## config.mk

```make
export PLATFORM = sky130hd
export DESIGN_NAME = sifhTop
export DESIGN_NICKNAME = d
export VERILOG_FILES = /design/src/hdl/sifhPkg.sv /design/src/hdl/binFifo.sv /design/src/hdl/histogramBuilder.sv /design/src/hdl/photonBinner.sv /design/src/hdl/sifhTop.sv
export SDC_FILE = /design/constraint.sdc
export NUM_CORES = 1
export LEC_CHECK = 0
export BUFFER_PORTS_ARGS = -buffer_cell sky130_fd_sc_hd__buf_2
export CAP_MARGIN = 20
export CORE_ASPECT_RATIO = 0.7
export CORE_UTILIZATION = 55
export DETAILED_ROUTE_END_ITERATION = 7
export PLACE_DENSITY = 0.72
export SLEW_MARGIN = 20
export SYNTH_ARGS = -nofsm -noshare
export SYNTH_HDL_FRONTEND = slang
export SYNTH_SLANG_ARGS = --single-unit
```

## constraint.sdc

```tcl
create_clock -name clk -period 7.2 [get_ports clk]
set_input_delay 0.72 -clock clk [delete_from_list [all_inputs] [get_ports clk]]
set_output_delay 0.72 -clock clk [all_outputs]
set_load 0.02 [all_outputs]
```

## src/hdl/sifhPkg.sv

```systemverilog
package sifhPkg;

    // photon timestamp and bin addressing
    localparam int tsWidth     = 10;
    localparam int binWidth    = 5;
    localparam int numBins     = 32;
    localparam int coarseShift = 5;  // 1024 timestamps onto 32 bins

    // per-bin counters, saturating
    localparam int countWidth = 8;
    localparam logic [countWidth-1:0] countMax = '1;

    // burst buffer between binner and builder
    localparam int fifoDepth    = 8;
    localparam int fifoPtrWidth = $clog2(fifoDepth);
    localparam int fifoCntWidth = $clog2(fifoDepth + 1);  // holds 0..fifoDepth

    // lost photons, saturating
    localparam int dropWidth = 16;
    localparam logic [dropWidth-1:0] dropMax = '1;

    // acquisition window
    localparam int acqCycles   = 1024;
    localparam int acqCntWidth = $clog2(acqCycles);

    // a photon seen in the last window cycle needs this long to reach the FIFO head
    localparam int drainSettle = 2;

    // builder FSM encoding
    localparam int stateWidth = 2;
    localparam logic [stateWidth-1:0] stIdle    = 2'd0;
    localparam logic [stateWidth-1:0] stAcquire = 2'd1;
    localparam logic [stateWidth-1:0] stDrain   = 2'd2;
    localparam logic [stateWidth-1:0] stReadout = 2'd3;

endpackage

```

## src/hdl/binFifo.sv

```systemverilog
module binFifo (
    input  logic                          clk,
    input  logic                          res,
    input  logic                          push,
    input  logic [sifhPkg::binWidth-1:0]  pushAddr,
    input  logic                          pop,
    output logic                          notEmpty,
    output logic [sifhPkg::binWidth-1:0]  headAddr,
    output logic [sifhPkg::dropWidth-1:0] droppedCount
);
    import sifhPkg::*;

    logic [binWidth-1:0]     mem [fifoDepth];
    logic [fifoPtrWidth-1:0] wrPtr;
    logic [fifoPtrWidth-1:0] rdPtr;
    logic [fifoCntWidth-1:0] occupancy;
    logic                    full;
    logic                    doPush;
    logic                    doPop;

    assign full     = (occupancy == fifoCntWidth'(fifoDepth));
    assign notEmpty = (occupancy != '0);
    assign doPush   = push && !full;
    assign doPop    = pop && notEmpty;
    assign headAddr = mem[rdPtr];  // oldest entry, shown without a pop

    always_ff @(posedge clk or negedge res) begin
        if (!res) begin
            wrPtr        <= '0;
            rdPtr        <= '0;
            occupancy    <= '0;
            droppedCount <= '0;
        end else begin
            // pointers wrap on their own, depth is a power of two
            if (doPush) begin
                wrPtr <= wrPtr + 1'b1;
            end
            if (doPop) begin
                rdPtr <= rdPtr + 1'b1;
            end

            case ({doPush, doPop})
                2'b10:   occupancy <= occupancy + 1'b1;
                2'b01:   occupancy <= occupancy - 1'b1;
                default: occupancy <= occupancy;  // idle, or push and pop together
            endcase

            // photon lost to a full buffer
            if (push && full && droppedCount != dropMax) begin
                droppedCount <= droppedCount + 1'b1;
            end
        end
    end

    always_ff @(posedge clk) begin
        if (doPush) begin
            mem[wrPtr] <= pushAddr;
        end
    end

endmodule

```

## src/hdl/histogramBuilder.sv

```systemverilog
module histogramBuilder (
    input  logic                           clk,
    input  logic                           res,
    input  logic                           frameStart,
    input  logic                           notEmpty,
    input  logic [sifhPkg::binWidth-1:0]   headAddr,
    output logic                           pop,
    output logic                           acquiring,
    output logic                           countStrobe,
    output logic [sifhPkg::binWidth-1:0]   countBin,
    output logic [sifhPkg::countWidth-1:0] binCount,
    output logic                           frameDone
);
    import sifhPkg::*;

    logic [stateWidth-1:0]  state;
    logic [acqCntWidth-1:0] acqCnt;     // window length, reused for the drain settle
    logic [binWidth-1:0]    readIdx;
    logic [numBins-1:0]     validBits;  // bin written in this frame
    logic [countWidth-1:0]  mem [numBins];

    // increment pipeline, read stage result
    logic                   rdValid;
    logic                   rdHit;
    logic [binWidth-1:0]    rdBin;
    logic [countWidth-1:0]  rdData;
    logic [countWidth-1:0]  newCount;

    logic                   windowEnd;
    logic                   settled;
    logic                   drainDone;

    assign acquiring = (state == stAcquire);

    // the write stage owns the port, so no pop while it is busy
    assign pop = notEmpty && !rdValid && (state == stAcquire || state == stDrain);

    assign windowEnd = (acqCnt == acqCntWidth'(acqCycles - 1));
    assign settled   = (acqCnt >= acqCntWidth'(drainSettle));
    assign drainDone = settled && !notEmpty && !rdValid;

    // stale words from an earlier frame count as zero
    always_comb begin
        if (!rdHit) begin
            newCount = countWidth'(1);
        end else if (rdData == countMax) begin
            newCount = countMax;  // hold once saturated
        end else begin
            newCount = rdData + 1'b1;
        end
    end

    always_ff @(posedge clk or negedge res) begin
        if (!res) begin
            state       <= stIdle;
            acqCnt      <= '0;
            readIdx     <= '0;
            validBits   <= '0;
            rdValid     <= 1'b0;
            rdHit       <= 1'b0;
            countStrobe <= 1'b0;
            frameDone   <= 1'b0;
        end else begin
            rdValid <= pop;
            if (pop) begin
                rdHit <= validBits[headAddr];
            end
            if (rdValid) begin
                validBits[rdBin] <= 1'b1;
            end

            // readout stream trails the memory read by one cycle
            countStrobe <= (state == stReadout);
            frameDone   <= countStrobe && (countBin == binWidth'(numBins - 1));

            case (state)
                stIdle: begin
                    if (frameStart) begin
                        validBits <= '0;  // whole histogram cleared at once
                        acqCnt    <= '0;
                        state     <= stAcquire;
                    end
                end
                stAcquire: begin
                    if (windowEnd) begin
                        acqCnt <= '0;
                        state  <= stDrain;
                    end else begin
                        acqCnt <= acqCnt + 1'b1;
                    end
                end
                stDrain: begin
                    // wait for photons still in the binner, then for the backlog
                    if (drainDone) begin
                        readIdx <= '0;
                        state   <= stReadout;
                    end else if (!settled) begin
                        acqCnt <= acqCnt + 1'b1;
                    end
                end
                stReadout: begin
                    readIdx <= readIdx + 1'b1;
                    if (readIdx == binWidth'(numBins - 1)) begin
                        state <= stIdle;
                    end
                end
                default: state <= stIdle;
            endcase
        end
    end

    // single memory port shared by increment read, increment write and readout
    always_ff @(posedge clk) begin
        if (rdValid) begin
            mem[rdBin] <= newCount;
        end else if (pop) begin
            rdData <= mem[headAddr];
            rdBin  <= headAddr;
        end else if (state == stReadout) begin
            binCount <= validBits[readIdx] ? mem[readIdx] : '0;
            countBin <= readIdx;
        end
    end

endmodule

```

## src/hdl/photonBinner.sv

```systemverilog
module photonBinner (
    input  logic                         clk,
    input  logic                         res,
    input  logic                         photonStrobe,
    input  logic [sifhPkg::tsWidth-1:0]  timestamp,
    input  logic                         coarseMode,
    input  logic                         acquiring,
    output logic                         binStrobe,
    output logic [sifhPkg::binWidth-1:0] binAddr
);
    import sifhPkg::*;

    logic [tsWidth-1:0]  shifted;
    logic [binWidth-1:0] nextAddr;
    logic                inRange;
    logic                accept;

    assign shifted = timestamp >> coarseShift;

    // fine mode keeps the low range only, coarse mode divides down
    always_comb begin
        if (coarseMode) begin
            nextAddr = shifted[binWidth-1:0];
            inRange  = 1'b1;  // every timestamp has a bin
        end else begin
            nextAddr = timestamp[binWidth-1:0];
            inRange  = (timestamp < tsWidth'(numBins));
        end
    end

    // photons outside the window never reach the FIFO
    assign accept = photonStrobe && acquiring && inRange;

    always_ff @(posedge clk or negedge res) begin
        if (!res) begin
            binStrobe <= 1'b0;
        end else begin
            binStrobe <= accept;  // one cycle after the photon
        end
    end

    always_ff @(posedge clk) begin
        if (accept) begin
            binAddr <= nextAddr;
        end
    end

endmodule

```

## src/hdl/sifhTop.sv

```systemverilog
module sifhTop (
    input  logic                           clk,
    input  logic                           res,
    input  logic                           photonStrobe,
    input  logic [sifhPkg::tsWidth-1:0]    timestamp,
    input  logic                           coarseMode,
    input  logic                           frameStart,
    output logic                           acquiring,
    output logic                           countStrobe,
    output logic [sifhPkg::binWidth-1:0]   countBin,
    output logic [sifhPkg::countWidth-1:0] binCount,
    output logic                           frameDone,
    output logic [sifhPkg::dropWidth-1:0]  droppedCount
);
    import sifhPkg::*;

    logic                binStrobe;
    logic [binWidth-1:0] binAddr;
    logic                notEmpty;
    logic [binWidth-1:0] headAddr;
    logic                pop;

    photonBinner u_binner (
        .clk          (clk),
        .res          (res),
        .photonStrobe (photonStrobe),
        .timestamp    (timestamp),
        .coarseMode   (coarseMode),
        .acquiring    (acquiring),
        .binStrobe    (binStrobe),
        .binAddr      (binAddr)
    );

    binFifo u_fifo (
        .clk          (clk),
        .res          (res),
        .push         (binStrobe),
        .pushAddr     (binAddr),
        .pop          (pop),
        .notEmpty     (notEmpty),
        .headAddr     (headAddr),
        .droppedCount (droppedCount)
    );

    histogramBuilder u_builder (
        .clk         (clk),
        .res         (res),
        .frameStart  (frameStart),
        .notEmpty    (notEmpty),
        .headAddr    (headAddr),
        .pop         (pop),
        .acquiring   (acquiring),
        .countStrobe (countStrobe),
        .countBin    (countBin),
        .binCount    (binCount),
        .frameDone   (frameDone)
    );

endmodule

```

# Yosys cells after proc, flatten, opt, wreduce, memory -nomap -nowiden
# Memory sizes are Yosys's and may differ from the RTL's. A register that Yosys moved wholly into a read port is not among the register bits.
# Index checks and enable logic that the tools add are counted.
[classes] n_addsub=8 magnitude_cmp=6 eq_ne=17 muxes=30 n_bitwise=3 reduce_logical=27
[ops] op="$mux W32" count=3
[ops] op="$mux W10" count=4
[ops] op="$or A32 B32 Y32" count=1
[ops] op="$pmux W10 S3" count=1
[ops] op="$lt A5 B6 Y1 const B" count=3
[ops] op="$add A16 B1 Y16 const B" count=1
[ops] op="$mux W8" count=2
[ops] op="$ne A16 B16 Y1 const B" count=1
[ops] op="$logic_and A1 B1 Y1" count=12
[ops] op="$add A10 B1 Y10 const B" count=1
[ops] op="$bmux W1 S5" count=2
[ops] op="$eq A10 B10 Y1 const B" count=1
[ops] op="$eq A5 B5 Y1 const B" count=2
[ops] op="$ge A10 B2 Y1 const B" count=1
[ops] op="$lt A10 B6 Y1 const B" count=1
[ops] op="$mux W5" count=2
[ops] op="$pmux W5 S2" count=1
[ops] op="$add A8 B1 Y8 const B" count=1
[ops] op="$eq A8 B8 Y1 const B" count=1
[ops] op="$mux W1" count=8
[ops] op="$mux W2" count=4
[ops] op="$ne A2 B2 Y1 const B" count=4
[ops] op="$pmux W2 S4" count=1
[ops] op="$pmux W4 S2" count=1
[ops] op="other kinds (20)" count=32
[word_totals] register_bits=95 ram_bits=296 input_bits=15 output_inout_bits=32 elab_cells=109 memories=2
[memory_table] name="u_builder.mem" words=32 width=8 read_ports=2 rd_clocked_by_memory_dff=2 write_ports=1 line_no="histogramBuilder.sv:20" text="logic [countWidth-1:0] mem [numBins];"
[memory_table] name="u_fifo.mem" words=8 width=5 read_ports=1 rd_clocked_by_memory_dff=0 write_ports=1 line_no="binFifo.sv:13" text="logic [binWidth-1:0] mem [fifoDepth];"

# Longest topological paths before layout
[depth] ltp_word=8 mapped_depth=11 depth_no_buf=11

# By module
# Synthesis repeated with hierarchy kept, for this count alone.
[hier_totals] cells_unflattened=1128 area_unflattened_um2=18970.7
[modules_own_cells] mod="histogramBuilder" n_inst=1 cells_per_inst=917 area_each_um2=15793.9 seq_area_each_um2=9794.4
[modules_own_cells] mod="binFifo" n_inst=1 cells_per_inst=195 area_each_um2=2909.0 seq_area_each_um2=1851.8
[modules_own_cells] mod="photonBinner" n_inst=1 cells_per_inst=16 area_each_um2=267.8 seq_area_each_um2=175.2

# Least setup slack after synthesis
# No wires, ideal clock.
[synth_timing] path_type="flip-flop to flip-flop" from="register u_fifo.rdPtr[0]" to="register u_builder.rdData[0] (read register of u_builder.mem), data pin" setup_time_ns=0.152 t_arrival_ns=2.601 path_slack_ns=4.446 path_stages_with_launch=12 n_path_buf=3 period_less_slack_ns=2.754 cell_sequence="dfrtp_1 -> buf_4 -> mux4_2 -> mux2i_4 -> inv_2 -> buf_4 -> buf_4 -> mux2i_1 -> mux4_2 -> nand2_1 -> o311ai_0 -> o21ai_0"
[synth_via] elab_chain_len=1
[synth_rtl] item="start, declared" line_no="binFifo.sv:15" text="logic [fifoPtrWidth-1:0] rdPtr;"
[synth_rtl] item="start signal, assigned" line_no="binFifo.sv:39" text="rdPtr <= rdPtr + 1'b1;"
[synth_rtl] item="$mem_v2 Z8 W5"
[synth_rtl] item="end, declared" line_no="histogramBuilder.sv:26" text="logic [countWidth-1:0] rdData;"
# Every way passes these cells.
# A chain may end at the register's enable or synchronous reset.

# Worst setup path after layout
[layout_timing] from="register u_fifo.rdPtr[0]" to="register u_builder.rdData[4] (read register of u_builder.mem), data pin"
# The elaborated chain is that of the path after synthesis.

==> run summary <==
outcome -> finished clean
Post-synth EDFFs -> 327
final instance area -> 21300 µm²
largest net degree at the start of global routing -> 81
Synth Area per Inst -> 14.84 µm²
H-tree levels -> 2
cell area after synthesis -> 19030 µm²
Tot Pwr -> 8.680 mW
RSZ-0062 raised after global routing -> false
HPWL after DPL -> 29.12 mm
area post-placement -> 19940 µm²
Die ar. -> 35350 µm²
layout net count -> 1367
I/O pins -> 47
antenna cells -> 0
Worst Path Class, Setup -> reg -> reg
CTS clock-pin slew for the worst setup and hold paths -> 0.06 ns
post-synthesis compound-gate area fraction -> 0.05603
Arr. time, crit path -> 4.52 ns
Max Buffers Root-to-Sink -> 3
final hold violations -> 0
number of synthesized register bits -> 407
Worst VDD drop -> 272.7 µV
CTS sink count -> 407
row cnt -> 56
max-cap viol count -> 0
PD cells -> 407.6 nW/µm²
Final setup viols -> 0
Setup TNS Final -> 0 ns
post-CTS setup buffer count -> 0
Leak -> 7.579 nW
reg-to-reg startpoint -> u_fifo.rdPtr[0]
worst setup margin -> 3.064 ns
period utilization -> 0.5745
syn nets -> 1312
number of global-route vias before repair -> 11500
Die Wd -> 224.3 µm
Iter 0 DRT Violations -> 1715
IO Port Bufs -> 46
CP Capture Type -> flop
crit-path max cell delay -> 0.81 ns
vias per cell -> 6.529
DRC -> 0
CTS tree -> yes
mux contribution to synthesized area -> 0.1935
Gates resized, CTS repair -> 0
drt first pass iters -> 5
worst slack at placement -> 2.958 ns
gr usage total -> 0.2717
minimum clock period -> 4.136 ns
Hold WC Path Type -> in -> async
CP Max Fanout -> 69
Synthesis Warnings -> 0
Synth Flop Type -> edfxtp_1
DR WL/cell -> 25.44 µm
Max Fclk -> 241.8 MHz
post-route ant nets -> 0
CTS root buffer -> clkbuf_16
initial core utilization -> 0.5634
share of cells above drive strength 1 -> 0.2183
Inserted Clock Buffers -> 38
Vias -> 11940
CTS hold repair buffers -> 0
Crit-path slowest cell -> buf_4
gr ovfl total -> 0
setup slack, reg-to-reg -> 3.06 ns
Cells after Synth -> 1282
Setup crit start kind -> flop
initial antenna violation count -> 0
first-pass GRT wire length -> 70.04 mm
Core Area -> 33770 µm²
Worst slew margin -> 0.1962
largest family of logic cells by synthesized area -> multiplexers
Synth Area in XOR/XNOR -> 0.01197
simple-gate area share of the yosys netlist -> 0.08793
Worst Reg-to-Reg Cells -> 10
Slew @ Worst Pin -> 1.201 ns
Die Y -> 157.6 µm
area grow syn2layout -> 11.93%
CP required -> 7.58 ns
ys async rst share -> 0.1966
final WL -> 46.53 mm
post-synthesis adder-cell area fraction -> 0.009865
Seq/Total Area, Yosys -> 0.6213
RD Place Congestion -> 0.8802
Core Util, Final -> 0.6306
Setup Skew -> 0.01127 ns
Worst-Skew Late Latency -> 0.54 ns
Synth cell types -> 55
crit path cell chain -> mux4_2, mux2i_4, buf_4, inv_6, buf_4, mux2i_1, mux4_2, nand2_1, o311ai_0, o21ai_0
Final Slew Violations -> 0
Critical Path Start -> u_fifo.rdPtr[0]
worst paths after layout:
| kind | to |
|---|---|
| setup / recovery | u_builder.rdData[4] |
| hold / removal | u_fifo.droppedCount[8] |
| setup reg to reg | u_builder.rdData[4] |
| hold reg to reg | u_fifo.droppedCount[11] |
| max in group asynchronous | u_builder.readIdx[0] |
| min in group clk | u_binner.binAddr[4] |
layout make-up:
| class | count | area (µm²) |
|---|---|---|
| inverters | 15 | 61.31 |
| multi-input cells | 786 | 6915 |
| fillers | 2433 | 12480 |
| repair buffers | 89 | 566.8 |
| well taps | 464 | 580.6 |
| flip-flops and latches | 407 | 11830 |
| clock inverters | 17 | 291.5 |
| clock buffers | 51 | 1051 |
metal layers:
metal / wire length, µm / track usage / share of wire / vias up
li1: - / - / - / 5108
met3: 5353 / 0.06050 / 0.12 / 88
met2: 19990 / 0.3909 / 0.43 / 640
met1: 20100 / 0.4182 / 0.43 / 6106
met5: 0 / 0 / 0 / -
met4: 1081 / 0.07613 / 0.023 / 0
sequential cells by signal, indices dropped and copies added, names as in the netlist, 8 cells and up:
signal               flops
u_builder.mem          256
u_fifo.mem              40
u_builder.validBits     32
u_fifo.droppedCount     16
u_builder.acqCnt        10
u_builder.binCount       8
u_builder.rdData         8
cell usage in the layout, fill, tap and decap left out, types with 39 or more instances in the layout:
cell and count:
nor2_1 62, and3_1 39, mux4_2 111, nand2_1 194, buf_2 45, clkbuf_16 39, mux2i_1 99, dfrtp_1 78
edfxtp_1 327, buf_4 42
through the flow:
step,hold slack (ns),std cells
finish,0.2184,1829
CTS,0.4070,1829
detailed placement,0.4868,1761
global placement,0.4818,1760
global route,0.3039,1829
floorplan,0.4244,1282
synth_stat cells (3+ instances only):
master    instances  area share
edfxtp_1        327        0.52
nand2_1         194       0.038
mux4_2          111        0.13
mux2i_1         102       0.054
dfrtp_1          80        0.11
nor2_1           68       0.013
and3_1           39       0.013
clkbuf_1         39      0.0077
o21a_1           33       0.013
a311oi_1         32       0.015
o21ai_0          24      0.0063
buf_2            18      0.0047
nand3_1          18      0.0047
xnor2_1          17      0.0078
ha_1             15      0.0099
nor3_1           14      0.0037
a21oi_1          13      0.0034
buf_1            13      0.0026
inv_1            11      0.0022
mux2_2           11      0.0065
o31ai_1          11      0.0043
nand4_1           9      0.0030
o311ai_0          9      0.0041
xor2_1            9      0.0041
nand2b_1          6      0.0020
nand3b_1          5      0.0020
or3b_2            5      0.0023
nor2b_1           4      0.0013
o221ai_1          4      0.0018
and2_1            3     0.00099
buf_4             3      0.0012
nor4_1            3     0.00099
o22ai_1           3     0.00099
critical path, delay by kind of cell, from the launching register on:
family          cells  cell delay, ns
compound gates      2            0.32
buf+inv             3            1.62
flops               1            0.78
mux                 4            1.13
simple gates        1            0.08
power breakdown:
group | internal [mW] | leakage, nW | switching, mW
Combinational | 1.21 | 2.95 | 1.91
Sequential | 3.12 | 3.97 | 0.275
Clock | 1.32 | 0.660 | 0.859
cell families after synthesis:
family                     Yosys count
adders and majority gates           15
muxes                              226
DFF                                407
xor gates and xnor gates            26
buffers and inverters               89
and+or+nand+nor                    374
AOI/OAI and AO/OA                  145
No activity file was read; power rests on OpenSTA's default activity.
